### config.mk
export PLATFORM = sky130hd
export DESIGN_NAME = am_lock_module
export DESIGN_NICKNAME = d
export VERILOG_FILES = /design/src/am_lock_pkg.sv /design/src/am_lock_comparator.sv /design/src/am_lock_fsm.sv /design/src/am_bip_checker.sv /design/src/am_lock_module.sv
export SDC_FILE = /design/constraint.sdc
export NUM_CORES = 1
export LEC_CHECK = 0
export BUFFER_PORTS_ARGS = -buffer_cell sky130_fd_sc_hd__buf_2
export CAP_MARGIN = 20
export CORE_MARGIN = 3
export CORE_UTILIZATION = 40
export DETAILED_ROUTE_END_ITERATION = 10
export PLACE_DENSITY_LB_ADDON = 0.25
export SLEW_MARGIN = 0
export SYNTH_ARGS = -nofsm -noshare
export SYNTH_HDL_FRONTEND = slang
export SYNTH_SLANG_ARGS = --single-unit
export TNS_END_PERCENT = 20
### constraint.sdc
create_clock -name i_clock -period 8.6 [get_ports i_clock]
set_input_delay 1.72 -clock i_clock [delete_from_list [all_inputs] [get_ports i_clock]]
set_output_delay 1.72 -clock i_clock [all_outputs]
set_load 0.03 [all_outputs]
### src/am_lock_pkg.sv
// Shared constants, types and the marker table for the AM lock lane block.
// The marker table holds the 100G lane encodings for lanes 0 to 19, M0M1M2 then M4M5M6.
// M4 to M6 are the bitwise complement of M0 to M2. BIP3 and BIP7 are not part of the table.
// The block overlay assumes the sync header sits in the two top bits of a 66-bit block.
`default_nettype none

package am_lock_pkg;

	localparam int NB_CODED_BLOCK = 66;	// coded block width
	localparam int NB_SH          = 2;	// sync header width
	localparam int NB_AM          = 48;	// compared marker bits, m0-m2 and m4-m6
	localparam int NB_BIP         = 8;	// bip3 / bip7 width
	localparam int MAX_ALIGNER    = 20;	// table size, one entry per pcs lane

	localparam logic [NB_SH-1:0] CTRL_SH         = 2'b10;	// control block header
	localparam logic [7:0]       BLOCK_TYPE_CTRL = 8'h1E;	// all-control block type
	localparam logic [6:0]       PCS_IDLE        = 7'h00;	// idle control char

	// replaces each locked marker in the output stream
	localparam logic [NB_CODED_BLOCK-1:0] IDLE_CTRL_BLOCK =
		{CTRL_SH, BLOCK_TYPE_CTRL, {8{PCS_IDLE}}};

	// overlay on a raw 66-bit block
	typedef struct packed {
		logic [NB_SH-1:0]   sh;	// sync header
		logic [NB_AM/2-1:0] m012;	// m0 m1 m2
		logic [NB_BIP-1:0]  bip3;	// received bip3
		logic [NB_AM/2-1:0] m456;	// m4 m5 m6, complement of m0-m2
		logic [NB_BIP-1:0]  bip7;	// complement of bip3
	} am_block_t;

	localparam logic [NB_AM-1:0] AM_TABLE [MAX_ALIGNER] = '{
		48'hC16821_3E97DE,	// lane 0
		48'h9D718E_628E71,	// lane 1
		48'h594BE8_A6B417,	// lane 2
		48'h4D957B_B26A84,	// lane 3
		48'hF50709_0AF8F6,	// lane 4
		48'hDD14C2_22EB3D,	// lane 5
		48'h9A4A26_65B5D9,	// lane 6
		48'h7B4566_84BA99,	// lane 7
		48'hA02476_5FDB89,	// lane 8
		48'h68C9FB_973604,	// lane 9
		48'hFD6C99_029366,	// lane 10
		48'hB99155_466EAA,	// lane 11
		48'h5CB9B2_A3464D,	// lane 12
		48'h1AF8BD_E50742,	// lane 13
		48'h83C7CA_7C3835,	// lane 14
		48'h3536CD_CAC932,	// lane 15
		48'hC4314C_3BCEB3,	// lane 16
		48'hADD6B7_522948,	// lane 17
		48'h5F662A_A099D5,	// lane 18
		48'hC0F0E5_3F0F1A	// lane 19
	};

	// st_count acquires, st_locked holds lock, st_check is locked with bad markers pending
	typedef enum logic [1:0] {
		st_search = 2'd0,	// hunting any lane encoding
		st_count  = 2'd1,	// lane captured, counting good markers
		st_check  = 2'd2,	// locked, one or more bad markers in a row
		st_locked = 2'd3	// locked, last marker good
	} lock_state_e;

	// fsm to comparator
	typedef struct packed {
		logic [MAX_ALIGNER-1:0] match_mask;	// one-hot captured lane
		logic                   enable_mask;	// compare only against captured lane
	} lock_ctrl_t;

	// fsm to top and bip checker, valid for the current input block
	typedef struct packed {
		logic am_lock;	// lock after this block
		logic start_of_lane;	// good marker in lock, replace with idle
		logic resync;	// lock lost on this block
		logic am_seen;	// marker position judged while locked
	} lock_event_t;

endpackage

`default_nettype wire

### src/am_lock_comparator.sv
// Combinational marker match against the lane table.
// N_ALIGNER must not exceed am_lock_pkg::MAX_ALIGNER.
// The compare mask is fixed to all ones, so every marker bit takes part.
`timescale 1ns/1ns
`default_nettype none

module am_lock_comparator
#(
	parameter int N_ALIGNER = 20	// lanes searched
)
(
	input  wire logic [am_lock_pkg::NB_AM-1:0] i_am_value,	// m0-m2, m4-m6 of current block
	input  wire am_lock_pkg::lock_ctrl_t       i_ctrl,	// lane mask from fsm
	output logic [N_ALIGNER-1:0]               o_match_vector,	// one bit per lane
	output logic                               o_am_match	// marker accepted
);

	import am_lock_pkg::*;

	localparam logic [NB_AM-1:0] COMPARE_MASK = '1;	// all bits compared

	logic [N_ALIGNER-1:0] lane_mask;	// captured lane, trimmed to N_ALIGNER
	logic [N_ALIGNER-1:0] masked_vector;	// match restricted to captured lane
	logic                 any_match;
	logic                 lane_match;

	// one equality check per lane encoding
	always_comb
	begin
		for (int i = 0; i < N_ALIGNER; i++)
		begin
			o_match_vector[i] = ~|((i_am_value ^ AM_TABLE[i]) & COMPARE_MASK);
		end
	end

	assign lane_mask     = i_ctrl.match_mask[N_ALIGNER-1:0];
	assign masked_vector = o_match_vector & lane_mask;

	assign any_match  = |o_match_vector;	// search mode
	assign lane_match = |masked_vector;	// lock and acquire modes

	// once a lane is captured only its own encoding counts as good
	assign o_am_match = i_ctrl.enable_mask ? lane_match : any_match;

endmodule

`default_nettype wire

### src/am_lock_fsm.sv
// Search, acquire and loss FSM for one lane's alignment marker.
// Acts only on edges with i_enable, i_valid and i_block_lock high.
// The marker that starts acquisition is not counted. Lock is set by the judged marker
// that brings the valid count up to i_lock_thr, and that marker is already a start of lane.
// Lock is lost on the i_unlock_thr-th bad marker in a row. Event outputs are combinational
// and describe the current block, the top registers them.
`timescale 1ns/1ns
`default_nettype none

module am_lock_fsm
#(
	parameter  int N_ALIGNER  = 20,	// lanes searched
	parameter  int N_BLOCKS   = 16384,	// marker period incl. marker
	parameter  int MAX_VAL_AM = 20,	// top of lock threshold range
	parameter  int MAX_INV_AM = 8,	// top of unlock threshold range
	localparam int NB_VAL_AM  = $clog2(MAX_VAL_AM + 1),
	localparam int NB_INV_AM  = $clog2(MAX_INV_AM + 1)
)
(
	input  wire logic                   i_clock,
	input  wire logic                   i_rst_n,
	input  wire logic                   i_enable,
	input  wire logic                   i_valid,
	input  wire logic                   i_block_lock,	// from block sync
	input  wire logic                   i_am_match,	// from comparator
	input  wire logic [N_ALIGNER-1:0]   i_match_vector,	// from comparator
	input  wire logic [NB_VAL_AM-1:0]   i_lock_thr,	// good markers to lock
	input  wire logic [NB_INV_AM-1:0]   i_unlock_thr,	// bad markers to unlock
	output am_lock_pkg::lock_ctrl_t     o_ctrl,	// to comparator
	output am_lock_pkg::lock_event_t    o_event	// to top and bip checker
);

	import am_lock_pkg::*;

	localparam int                NB_TIMER   = $clog2(N_BLOCKS);
	localparam logic [NB_TIMER-1:0] TIMER_LAST = NB_TIMER'(N_BLOCKS - 1);

	lock_state_e            state, state_n;
	logic [NB_TIMER-1:0]    timer, timer_n;	// valid blocks since last marker
	logic [NB_VAL_AM-1:0]   val_cnt, val_cnt_n;	// good markers while acquiring
	logic [NB_INV_AM-1:0]   inv_cnt, inv_cnt_n;	// bad markers in a row while locked
	logic [MAX_ALIGNER-1:0] match_mask, match_mask_n;	// captured lane, one-hot
	logic                   marker_pos;	// current block sits at marker position
	logic                   locked;	// current state holds lock

	assign marker_pos = (timer == TIMER_LAST);
	assign locked     = (state == st_locked) || (state == st_check);

	always_comb
	begin
		state_n      = state;
		timer_n      = timer;
		val_cnt_n    = val_cnt;
		inv_cnt_n    = inv_cnt;
		match_mask_n = match_mask;
		o_event      = '0;
		if (!i_enable || !i_block_lock)
		begin
			state_n      = st_search;	// drop everything, no resync pulse
			timer_n      = '0;
			val_cnt_n    = '0;
			inv_cnt_n    = '0;
			match_mask_n = '0;
		end
		else if (i_valid)
		begin
			if (state == st_search)
			begin
				if (i_am_match)
				begin
					state_n                       = st_count;	// candidate lane found
					timer_n                       = '0;
					val_cnt_n                     = '0;
					match_mask_n                  = '0;
					match_mask_n[N_ALIGNER-1:0]   = i_match_vector;
				end
			end
			else if (!marker_pos)
			begin
				timer_n = timer + 1'b1;	// between markers
			end
			else
			begin
				timer_n         = '0;	// judge this block
				o_event.am_seen = locked;
				if (i_am_match)
				begin
					inv_cnt_n = '0;
					if (locked)
						state_n = st_locked;	// recovers from st_check too
					else
					begin
						val_cnt_n = val_cnt + 1'b1;
						if (val_cnt_n >= i_lock_thr)
							state_n = st_locked;
					end
					o_event.start_of_lane = (state_n == st_locked);
				end
				else if (!locked)
				begin
					state_n      = st_search;	// acquisition failed
					val_cnt_n    = '0;
					match_mask_n = '0;
				end
				else
				begin
					inv_cnt_n = inv_cnt + 1'b1;
					if (inv_cnt_n >= i_unlock_thr)
					begin
						state_n        = st_search;	// lock lost
						val_cnt_n      = '0;
						inv_cnt_n      = '0;
						match_mask_n   = '0;
						o_event.resync = 1'b1;
					end
					else
						state_n = st_check;
				end
			end
		end
		o_event.am_lock = (state_n == st_locked) || (state_n == st_check);
	end

	always_ff @(posedge i_clock or negedge i_rst_n)
	begin
		if (!i_rst_n)
		begin
			state      <= st_search;
			timer      <= '0;
			val_cnt    <= '0;
			inv_cnt    <= '0;
			match_mask <= '0;
		end
		else
		begin
			state      <= state_n;
			timer      <= timer_n;
			val_cnt    <= val_cnt_n;
			inv_cnt    <= inv_cnt_n;
			match_mask <= match_mask_n;
		end
	end

	// outside search only the captured lane is accepted
	assign o_ctrl = '{match_mask: match_mask, enable_mask: (state != st_search)};

endmodule

`default_nettype wire

### src/am_bip_checker.sv
// Running BIP3 over the 64 payload bits of every valid block, sync header excluded.
// Bit k is the XOR of payload bits k, k+8, ... k+56, from the previous marker on,
// that marker included. Checked on each marker position judged in lock, absent or not.
// The accumulator restarts at each checked marker and at the marker that sets lock.
// The error counter saturates and clears only on reset.
`timescale 1ns/1ns
`default_nettype none

module am_bip_checker
#(
	parameter int NB_ERROR_COUNTER = 32
)
(
	input  wire logic                     i_clock,
	input  wire logic                     i_rst_n,
	input  wire logic                     i_valid,
	input  wire logic                     i_enable,
	input  wire am_lock_pkg::am_block_t   i_data,	// current block
	input  wire am_lock_pkg::lock_event_t i_event,	// from fsm
	output logic [NB_ERROR_COUNTER-1:0]   o_error_counter
);

	import am_lock_pkg::*;

	localparam int NB_PAYLOAD = NB_CODED_BLOCK - NB_SH;
	localparam int N_LANES    = NB_PAYLOAD / NB_BIP;	// byte lanes folded together

	logic [NB_BIP-1:0]           bip_acc;	// parity since last marker
	logic [NB_BIP-1:0]           block_bip;	// parity of current block
	logic [NB_ERROR_COUNTER-1:0] err_cnt;
	logic                        bip_error;
	logic                        restart;	// reload from current block

	function automatic logic [NB_BIP-1:0] fold_payload(input am_block_t blk);
		logic [NB_PAYLOAD-1:0] payload;
		logic [NB_BIP-1:0]     acc;
		payload = {blk.m012, blk.bip3, blk.m456, blk.bip7};
		acc     = '0;
		for (int i = 0; i < N_LANES; i++)
		begin
			acc = acc ^ payload[i*NB_BIP +: NB_BIP];
		end
		return acc;
	endfunction

	assign block_bip = fold_payload(i_data);
	assign restart   = i_event.am_seen || i_event.start_of_lane;
	assign bip_error = i_event.am_seen && (bip_acc != i_data.bip3);	// current marker excluded

	always_ff @(posedge i_clock or negedge i_rst_n)
	begin
		if (!i_rst_n)
		begin
			bip_acc <= '0;
			err_cnt <= '0;
		end
		else if (!i_enable)
			bip_acc <= '0;	// counter keeps its value
		else if (i_valid)
		begin
			if (restart)
				bip_acc <= block_bip;	// marker opens next period
			else
				bip_acc <= bip_acc ^ block_bip;
			if (bip_error && (err_cnt != '1))
				err_cnt <= err_cnt + 1'b1;	// saturating
		end
	end

	assign o_error_counter = err_cnt;

endmodule

`default_nettype wire

### src/am_lock_module.sv
// Alignment marker lock for one PCS receive lane, input already block locked.
// Outputs are registered on each valid block and hold between valid blocks,
// except o_start_of_lane and o_resync, which are one clock pulses.
// o_data passes every valid block, also with i_enable or i_block_lock low.
// o_lane_id shows the captured lane and is only meaningful while o_am_lock is high.
// Thresholds of zero lock or unlock on the first judged marker.
`timescale 1ns/1ns
`default_nettype none

module am_lock_module
#(
	parameter  int N_ALIGNER        = 20,	// lanes searched, at most 20
	parameter  int N_BLOCKS         = 16384,	// marker period incl. marker
	parameter  int MAX_VAL_AM       = 20,
	parameter  int MAX_INV_AM       = 8,
	parameter  int NB_ERROR_COUNTER = 32,
	localparam int NB_LANE_ID       = $clog2(N_ALIGNER),
	localparam int NB_VAL_AM        = $clog2(MAX_VAL_AM + 1),
	localparam int NB_INV_AM        = $clog2(MAX_INV_AM + 1)
)
(
	input  wire logic                                     i_clock,
	input  wire logic                                     i_rst_n,
	input  wire logic                                     i_enable,
	input  wire logic                                     i_valid,	// one strobe per block
	input  wire logic                                     i_block_lock,
	input  wire logic [am_lock_pkg::NB_CODED_BLOCK-1:0]   i_data,
	input  wire logic [NB_INV_AM-1:0]                     i_invalid_am_thr,
	input  wire logic [NB_VAL_AM-1:0]                     i_valid_am_thr,
	output logic [am_lock_pkg::NB_CODED_BLOCK-1:0]        o_data,	// to deskew
	output logic [NB_LANE_ID-1:0]                         o_lane_id,	// to reorder
	output logic [NB_ERROR_COUNTER-1:0]                   o_error_counter,
	output logic                                          o_am_lock,
	output logic                                          o_resync,
	output logic                                          o_start_of_lane
);

	import am_lock_pkg::*;

	am_block_t              in_block;	// field view of i_data
	logic [NB_AM-1:0]       am_value;
	logic [N_ALIGNER-1:0]   match_vector;
	logic                   am_match;
	lock_ctrl_t             ctrl;
	lock_event_t            evt;
	logic [NB_LANE_ID-1:0]  lane_enc;	// index of captured lane

	assign in_block = i_data;
	assign am_value = {in_block.m012, in_block.m456};	// bip fields not compared

	// one-hot to index, mask is zero or one-hot
	always_comb
	begin
		lane_enc = '0;
		for (int i = 0; i < N_ALIGNER; i++)
		begin
			if (ctrl.match_mask[i])
				lane_enc = NB_LANE_ID'(i);
		end
	end

	always_ff @(posedge i_clock or negedge i_rst_n)
	begin
		if (!i_rst_n)
		begin
			o_data          <= '0;
			o_lane_id       <= '0;
			o_am_lock       <= 1'b0;
			o_resync        <= 1'b0;
			o_start_of_lane <= 1'b0;
		end
		else if (i_valid)
		begin
			o_data          <= evt.start_of_lane ? IDLE_CTRL_BLOCK : i_data;	// marker -> idles
			o_lane_id       <= lane_enc;
			o_am_lock       <= evt.am_lock;
			o_resync        <= evt.resync;
			o_start_of_lane <= evt.start_of_lane;
		end
		else
		begin
			o_resync        <= 1'b0;	// pulses last one clock
			o_start_of_lane <= 1'b0;
		end
	end

	am_lock_comparator
	#(
		.N_ALIGNER (N_ALIGNER)
	)
	u_am_lock_comparator
	(
		.i_am_value     (am_value),
		.i_ctrl         (ctrl),
		.o_match_vector (match_vector),
		.o_am_match     (am_match)
	);

	am_lock_fsm
	#(
		.N_ALIGNER  (N_ALIGNER),
		.N_BLOCKS   (N_BLOCKS),
		.MAX_VAL_AM (MAX_VAL_AM),
		.MAX_INV_AM (MAX_INV_AM)
	)
	u_am_lock_fsm
	(
		.i_clock        (i_clock),
		.i_rst_n        (i_rst_n),
		.i_enable       (i_enable),
		.i_valid        (i_valid),
		.i_block_lock   (i_block_lock),
		.i_am_match     (am_match),
		.i_match_vector (match_vector),
		.i_lock_thr     (i_valid_am_thr),
		.i_unlock_thr   (i_invalid_am_thr),
		.o_ctrl         (ctrl),
		.o_event        (evt)
	);

	am_bip_checker
	#(
		.NB_ERROR_COUNTER (NB_ERROR_COUNTER)
	)
	u_am_bip_checker
	(
		.i_clock         (i_clock),
		.i_rst_n         (i_rst_n),
		.i_valid         (i_valid),
		.i_enable        (i_enable),
		.i_data          (in_block),
		.i_event         (evt),
		.o_error_counter (o_error_counter)	// updates with the marker's output
	);

endmodule

`default_nettype wire

# Word level (Yosys, flattened, before mapping)
# Index checks and enable logic that the tools add are counted.
[totals] in_bits=80 register_bits=159 out_inout_bits=106 elab_cells=200
[classes] n_bitwise=29 add_sub_neg=4 n_mux=78 n_lt_le_gt_ge=2 n_reduce_logical=61 eq_ne=14
[op_table] cell="48-bit OR reduction" n=20
[op_table] cell="24-bit inverter" n=20
[op_table] cell="20-bit two-way mux" n=8
[op_table] cell="5-bit two-way mux" n=26
[op_table] cell="14-bit two-way mux" n=5
[op_table] cell="66-bit two-way mux" n=1
[op_table] cell="8-bit XOR" n=8
[op_table] cell="20-bit OR reduction" n=2
[op_table] cell="32-bit by 1-bit adder with 32-bit output (second input constant)" n=1
[op_table] cell="2-bit two-way mux" n=16
[op_table] cell="32-bit != test (second input constant)" n=1
[op_table] cell="4-bit two-way mux" n=7
[op_table] cell="8-bit two-way mux" n=3
[op_table] cell="1-bit zero test" n=22
[op_table] cell="20-bit bitwise AND" n=1
[op_table] cell="14-bit by 1-bit adder with 14-bit output (second input constant)" n=1
[op_table] cell="14-bit == test (second input constant)" n=1
[op_table] cell="3-bit two-way mux" n=4
[op_table] cell="2-bit == test (second input constant)" n=5
[op_table] cell="5-bit AND reduction" n=2
[op_table] cell="1-bit two-way mux" n=8
[op_table] cell="8-bit != test" n=1
[op_table] cell="2-bit nonzero test" n=3
[op_table] cell="3-bit nonzero test" n=2
[op_table] cell="15 further kinds" n=20

# Depth between registers and ports, before layout
[logic_depth] ltp_word=21 ltp_mapped=13 mapped_depth_nobuf=11

# Cells and area by module
# From an unflattened synthesis, not the netlist that was laid out.
[unflattened] hier_cells=1158 area_unflattened_um2=10456.3
[modules_own_cells] module="am_lock_module" seq_area_each_um2=1851.8 cells_per_inst=339 instances=1 area_each_um2=3278.1
[modules_own_cells] module="am_bip_checker" seq_area_each_um2=1001.0 cells_per_inst=284 instances=1 area_each_um2=2718.9
[modules_own_cells] module="am_lock_fsm" seq_area_each_um2=1126.1 cells_per_inst=273 instances=1 area_each_um2=2580.0
[modules_own_cells] module="am_lock_comparator" seq_area_each_um2=0.0 cells_per_inst=262 instances=1 area_each_um2=1879.3

# Worst setup path after synthesis
# No wires, ideal clock.
[synth_path] path_kind="input-to-reg" startpoint="in i_data[50] (netlist bit)" endpoint="reg u_am_bip_checker.bip_acc[6]" cell_stages=12 required_time_ps=8518 path_slack_ps=4213 arrival_time_ps=4305 setup_ps=82 path_buffers=3 cell_sequence="buf_2 -> and3b_1 -> buf_4 -> nand4b_1 -> or4_1 -> o32a_1 -> and4_4 -> a2111oi_4 -> nor2b_2 -> buf_6 -> or3_1 -> a31oi_1"
[synth_via] elab_chain_cells=15 word_cells_on_any_way=63 cone_classes="mux: 9; bitwise: 11; reduce/logical: 43"
[synth_rtl] item="start: declaration" line_no="am_lock_module.sv:27" source="input wire logic [am_lock_pkg::NB_CODED_BLOCK-1:0] i_data,"
[synth_rtl] item="24-bit inverter (no source line)"
[synth_rtl] item="48-bit OR reduction" line_no="am_lock_comparator.sv:32" source="o_match_vector[i] = ~|((i_am_value ^ AM_TABLE[i]) & COMPARE_MASK);"
[synth_rtl] item="1-bit zero test" line_no="am_lock_comparator.sv:32"
[synth_rtl] item="20-bit bitwise AND" line_no="am_lock_comparator.sv:37" source="assign masked_vector = o_match_vector & lane_mask;"
[synth_rtl] item="20-bit OR reduction" line_no="am_lock_comparator.sv:40" source="assign lane_match = |masked_vector;"
[synth_rtl] item="1-bit two-way mux *" line_no="am_lock_comparator.sv:43" source="assign o_am_match = i_ctrl.enable_mask ? lane_match : any_match;"
[synth_rtl] item="1-bit two-way mux *" line_no="am_lock_fsm.sv:86" source="if (i_am_match)"
[synth_rtl] item="3-bit two-way mux *" line_no="am_lock_fsm.sv:78" source="else if (!marker_pos)"
[synth_rtl] item="3-bit two-way mux *" line_no="am_lock_fsm.sv:67" source="if (state == st_search)"
[synth_rtl] item="3-bit two-way mux *" line_no="am_lock_fsm.sv:65" source="else if (i_valid)"
[synth_rtl] item="3-bit two-way mux *" line_no="am_lock_fsm.sv:57" source="if (!i_enable || !i_block_lock)"
[synth_rtl] item="1-bit logical OR *" line_no="am_bip_checker.sv:47" source="assign restart = i_event.am_seen || i_event.start_of_lane;"
[synth_rtl] item="8-bit two-way mux *" line_no="am_bip_checker.sv:61" source="if (restart)"
[synth_rtl] item="8-bit two-way mux *" line_no="am_bip_checker.sv:59" source="else if (i_valid)"
[synth_rtl] item="8-bit two-way mux *" line_no="am_bip_checker.sv:57" source="else if (!i_enable)"
[synth_rtl] item="end signal: assignment" line_no="am_bip_checker.sv:62" source="bip_acc <= block_bip;"
[synth_rtl] item="end signal: assignment" line_no="am_bip_checker.sv:64" source="bip_acc <= bip_acc ^ block_bip;"
[synth_rtl] item="end: declaration" line_no="am_bip_checker.sv:28" source="logic [NB_BIP-1:0] bip_acc;"
# Mark *: on every way between the ends. The rest lies on a longest branch, timed or not. The select of a mux whose other input is x is not followed.
# A chain may end at the register's enable or synchronous reset.

# Final worst setup path
[layout_path] startpoint="in i_data[12] (netlist bit)" endpoint="reg u_am_lock_fsm.match_mask[12]"
[layout_via] elab_chain_cells=8 word_cells_on_any_way=64 cone_classes="eq/ne: 3; mux: 5; bitwise: 13; reduce/logical: 43"
[layout_rtl] item="24-bit inverter (no source line)"
[layout_rtl] item="48-bit OR reduction" line_no="am_lock_comparator.sv:32"
[layout_rtl] item="1-bit zero test" line_no="am_lock_comparator.sv:32"
[layout_rtl] item="20-bit bitwise AND" line_no="am_lock_comparator.sv:37"
[layout_rtl] item="20-bit OR reduction" line_no="am_lock_comparator.sv:40"
[layout_rtl] item="1-bit two-way mux" line_no="am_lock_comparator.sv:43"
[layout_rtl] item="5-bit != test (no source line), or another cell as far along"
[layout_rtl] item="5-bit AND reduction (no source line)"
[layout_rtl] item="end signal: assignment" line_no="am_lock_fsm.sv:140" source="match_mask <= match_mask_n;"
[layout_rtl] item="end: declaration" line_no="am_lock_fsm.sv:42" source="logic [MAX_ALIGNER-1:0] match_mask, match_mask_n;"
# Parallel ways exist; a longest one is shown, timed or not. The select of a mux whose other input is x is not followed.

==> impl_metrics.env <==
export IMPL_core_region_area_um2=28000
export IMPL_num_vias=11928
export IMPL_setup_tns_final_ns=0
export IMPL_outcome="complete, no violations"
export IMPL_cts_sinks=159
export IMPL_dp_hpwl_mm=36.2
export IMPL_synth_cell_types=71
export IMPL_dpl_instance_area_um2=12500
export IMPL_gp_congestion=1.08
export IMPL_crit_chain="buf_2 > nor4b_1 > nand3b_1 > nor4_1 > a2111oi_0 > nand4_1 > or2_1 > a21oi_1 > or3_1 > a22o_1"
export IMPL_r2r_start="u_am_lock_fsm.timer[0]"
export IMPL_rsz0062_at_grt="false"
export IMPL_drt_wl_total_mm=50.0
export IMPL_io_pins=186
export IMPL_tightest_slew_ns=1.21
export IMPL_multi_input_area_um2=6680
export IMPL_viasPerCell=6.41
export IMPL_overflow=0
export IMPL_timing_final_crit_share=0.644
export IMPL_total_power_mw=2.00
export IMPL_synthCells=1351
export IMPL_drc=0
export IMPL_hold_buffers=0
export IMPL_hold_path_cell_count=1
export IMPL_r2r_slack_ns=4.95
export IMPL_clk_latency_ns=0.43
export IMPL_setup_ws_ns=3.07
export IMPL_crit_required_ns=8.91
export IMPL_setup_viol_count_final=0
export IMPL_critPathSlowestCell="nor4_1"
export IMPL_grt_pass1_wl_mm=73.9
export IMPL_end_kind="flop"
export IMPL_dr_pass1_iters=6
export IMPL_dieArea_um2=30700
export IMPL_path_class="in2reg"
export IMPL_fin_skew_ns=0.0172
export IMPL_ys_ff_latch=159
export IMPL_p_per_area_nw_per_um2=153
export IMPL_initial_utilization=0.409
export IMPL_period_needed_ns=5.53
export IMPL_fmax_mhz=181
export IMPL_avgRoutedWirePerCell_um=26.9
export IMPL_hp_class="reg2reg"
export IMPL_synth_edf_count=0
export IMPL_numCtsBuffers=17
export IMPL_critPathLaunchType="input port"
export IMPL_slew_headroom=0.174
export IMPL_numPortBuffers=185
export IMPL_place_ws_ns=2.80
export IMPL_drive_above_1_share=0.177
export IMPL_slowest_delay_ns=0.74
export IMPL_cts_buffer_depth=2
export IMPL_synth_avg_cell_area_um2=8.48
export IMPL_stdcell_area_um2=13100
export IMPL_syn_area_um2=11400
export IMPL_slew_viol_final=0
export IMPL_drt_initial_drc_count=1327
export IMPL_cap_violations=0
export IMPL_r2r_end="u_am_bip_checker.bip_acc[6]"
export IMPL_root_buffer="clkbuf_16"
export IMPL_synthArstFlopShare=1.00
export IMPL_synth_fp_nets=1444
export IMPL_finalHoldViolCount=0
export IMPL_synthFlopType="dfrtp_1"
export IMPL_die_y_um=175
export IMPL_synth_top_cell_area_share=0.348
export IMPL_cts_setup_buffers=0
export IMPL_worstHoldEndpoint="u_am_lock_fsm.timer[10]"
export IMPL_synth_area_leader_cell="dfrtp_1"
export IMPL_antenna_found_initial=1
export IMPL_register_area_um2=3980
export IMPL_rows=61
export IMPL_grt_usage=0.317
export IMPL_dpl_cell_count=1827
export IMPL_ys_seq_area_frac=0.348
export IMPL_die_w_um=175
export IMPL_fillers=2839
export IMPL_htreeDepth=4
export IMPL_grt_pass1_vias=11521
export IMPL_post_cts_resized=0
export IMPL_cts_tree="built"
export IMPL_synth_area_leaders="dfrtp_1 35%, xnor2_1 6.3%, nand4_1 4.8%"
export IMPL_cp_arrival_ns=5.85
export IMPL_cp_buffers_inverters=1
export IMPL_r2r_cells=10
export IMPL_ant_nets=0
export IMPL_clk_pin_slew_worst_paths_ns=0.07
export IMPL_fin_util=0.468
export IMPL_critPathTopFamily="simple AND/OR/NAND/NOR gates"
export IMPL_areaGrowthSynthToFinish_pct=14.5
export IMPL_grt_max_degree=121
export IMPL_ir_worst_vdd_v=0.000140
export IMPL_final_instance_count_excl_fill=1861
export IMPL_p_leak_nw=5.56
export IMPL_crit_fanout=20
export IMPL_synth_yosys_warnings=0
export IMPL_hp_start="u_am_lock_fsm.timer[10]"
export IMPL_fin_nets=1562
export IMPL_whs_ns=0.476
## layer usage
metal / share of wire / wire length [µm] / GRT usage
met1: 0.43 / 21400 / 0.439
met4: 0.050 / 2480 / 0.137
met5: 0 / 0 / 0
met3: 0.10 / 5080 / 0.0763
met2: 0.42 / 21100 / 0.471
## how the worst max path moves through the flow
| stage | slack (ns) | depth (start not counted) | start | to |
|---|---|---|---|---|
| after floorplan | 4.21 | 12 | i_data[50] | u_am_bip_checker.bip_acc[6] |
| after global placement | 2.66 | 10 | i_data[12] | u_am_lock_fsm.match_mask[5] |
| after detailed placement | 2.80 | 10 | i_data[12] | u_am_lock_fsm.match_mask[12] |
| after CTS | 3.26 | 10 | i_data[12] | u_am_lock_fsm.match_mask[12] |
| after global routing | 3.07 | 10 | i_data[12] | u_am_lock_fsm.match_mask[12] |
| final | 3.07 | 10 | i_data[12] | u_am_lock_fsm.match_mask[12] |
## state kept, by name, indices dropped and copies added, names as in the netlist, 2 cells and up
name / flops
u_am_bip_checker.o_error_counter: 32
o_lane_id: 5
u_am_lock_fsm.inv_cnt: 4
o_data: 66
u_am_lock_fsm.timer: 14
u_am_lock_fsm.val_cnt: 5
u_am_bip_checker.bip_acc: 8
u_am_lock_fsm.match_mask: 20
u_am_lock_fsm.state: 2
## cell type report
class                   count  area share
inverters                  89      0.0255
multi-input cells        1006       0.510
diodes                      1    0.000191
well taps                 378      0.0361
flip-flops and latches    159       0.304
repair buffers            196      0.0791
clock inverters            15      0.0131
clock buffers              17      0.0325
## logic make-up after synthesis
family	synth area share
and+or+nand+nor	0.362
AOI/OAI and AO/OA	0.130
buffers and inverters	0.0699
DFF	0.348
xor gates and xnor gates	0.0750
adders and majority gates	0.0142
muxes	0.000983
## layout by cell type (no fill, tap or decap), drive strengths merged, types with 9 or more instances in the layout
cell    netlist  layout
nand4b       16      16
nor4         61      61
and4b        14      14
nand2       139     139
a21o         15      15
ha           13      13
nor2b        20      20
nor2         71      71
and3         20      20
nand3b        9       9
and3b        22      22
nor4b        19      19
nor3         23      23
o21ai        40      40
buf          51     196
a22o          9       9
and4         10      10
nand2b       11      11
nand3        64      64
dfrtp       159     159
o22ai        63      63
a32oi        13      13
xor2         15      15
xnor2        83      83
nand4        88      88
and4bb       15      15
and2         13      13
nor4bb       18      18
nor3b        22      22
clkbuf       46      17
inv          89      95
a21oi        19      19
## cell usage after synthesis, types with 4 or more instances
library cell and number:
a21boi_0 5, a21o_1 15, a21oi_1 19, a22o_1 9, a22oi_1 7, a2bb2oi_1 7
a32o_1 6, a32oi_1 13, and2_1 13, and3_1 20, and3b_1 22, and4_1 9
and4b_1 14, and4bb_2 14, buf_2 41, buf_6 5, clkbuf_1 44, dfrtp_1 159
ha_1 13, inv_1 89, nand2_1 139, nand2b_1 11, nand3_1 64, nand3b_1 9
nand4_1 88, nand4b_1 16, nand4bb_1 4, nor2_1 71, nor2b_1 19, nor3_1 23
nor3b_1 16, nor3b_2 5, nor4_1 61, nor4b_1 13, nor4b_2 5, nor4bb_1 18
o21ai_0 40, o22ai_1 63, o2bb2ai_1 7, or3_1 6, or4_1 6, xnor2_1 83
xor2_1 15
## power by group
part | switching, mW | internal (mW) | total [mW]
Sequential | 0.0259 | 0.785 | 0.811
Combinational | 0.287 | 0.134 | 0.422
Clock | 0.379 | 0.392 | 0.771
## worst reg2reg max path, cell delays in order (launching register included)
cell and delay [ns]:
dfrtp_1 0.39, ha_1 0.20, nand3_1 0.19, nor3_1 0.51, and3_1 0.28, and3_1 0.46
nand2_1 0.24, a2111oi_4 0.47, nor2b_2 0.26, or3_1 0.40, a31oi_1 0.17
(Power assumes the default switching activity.)
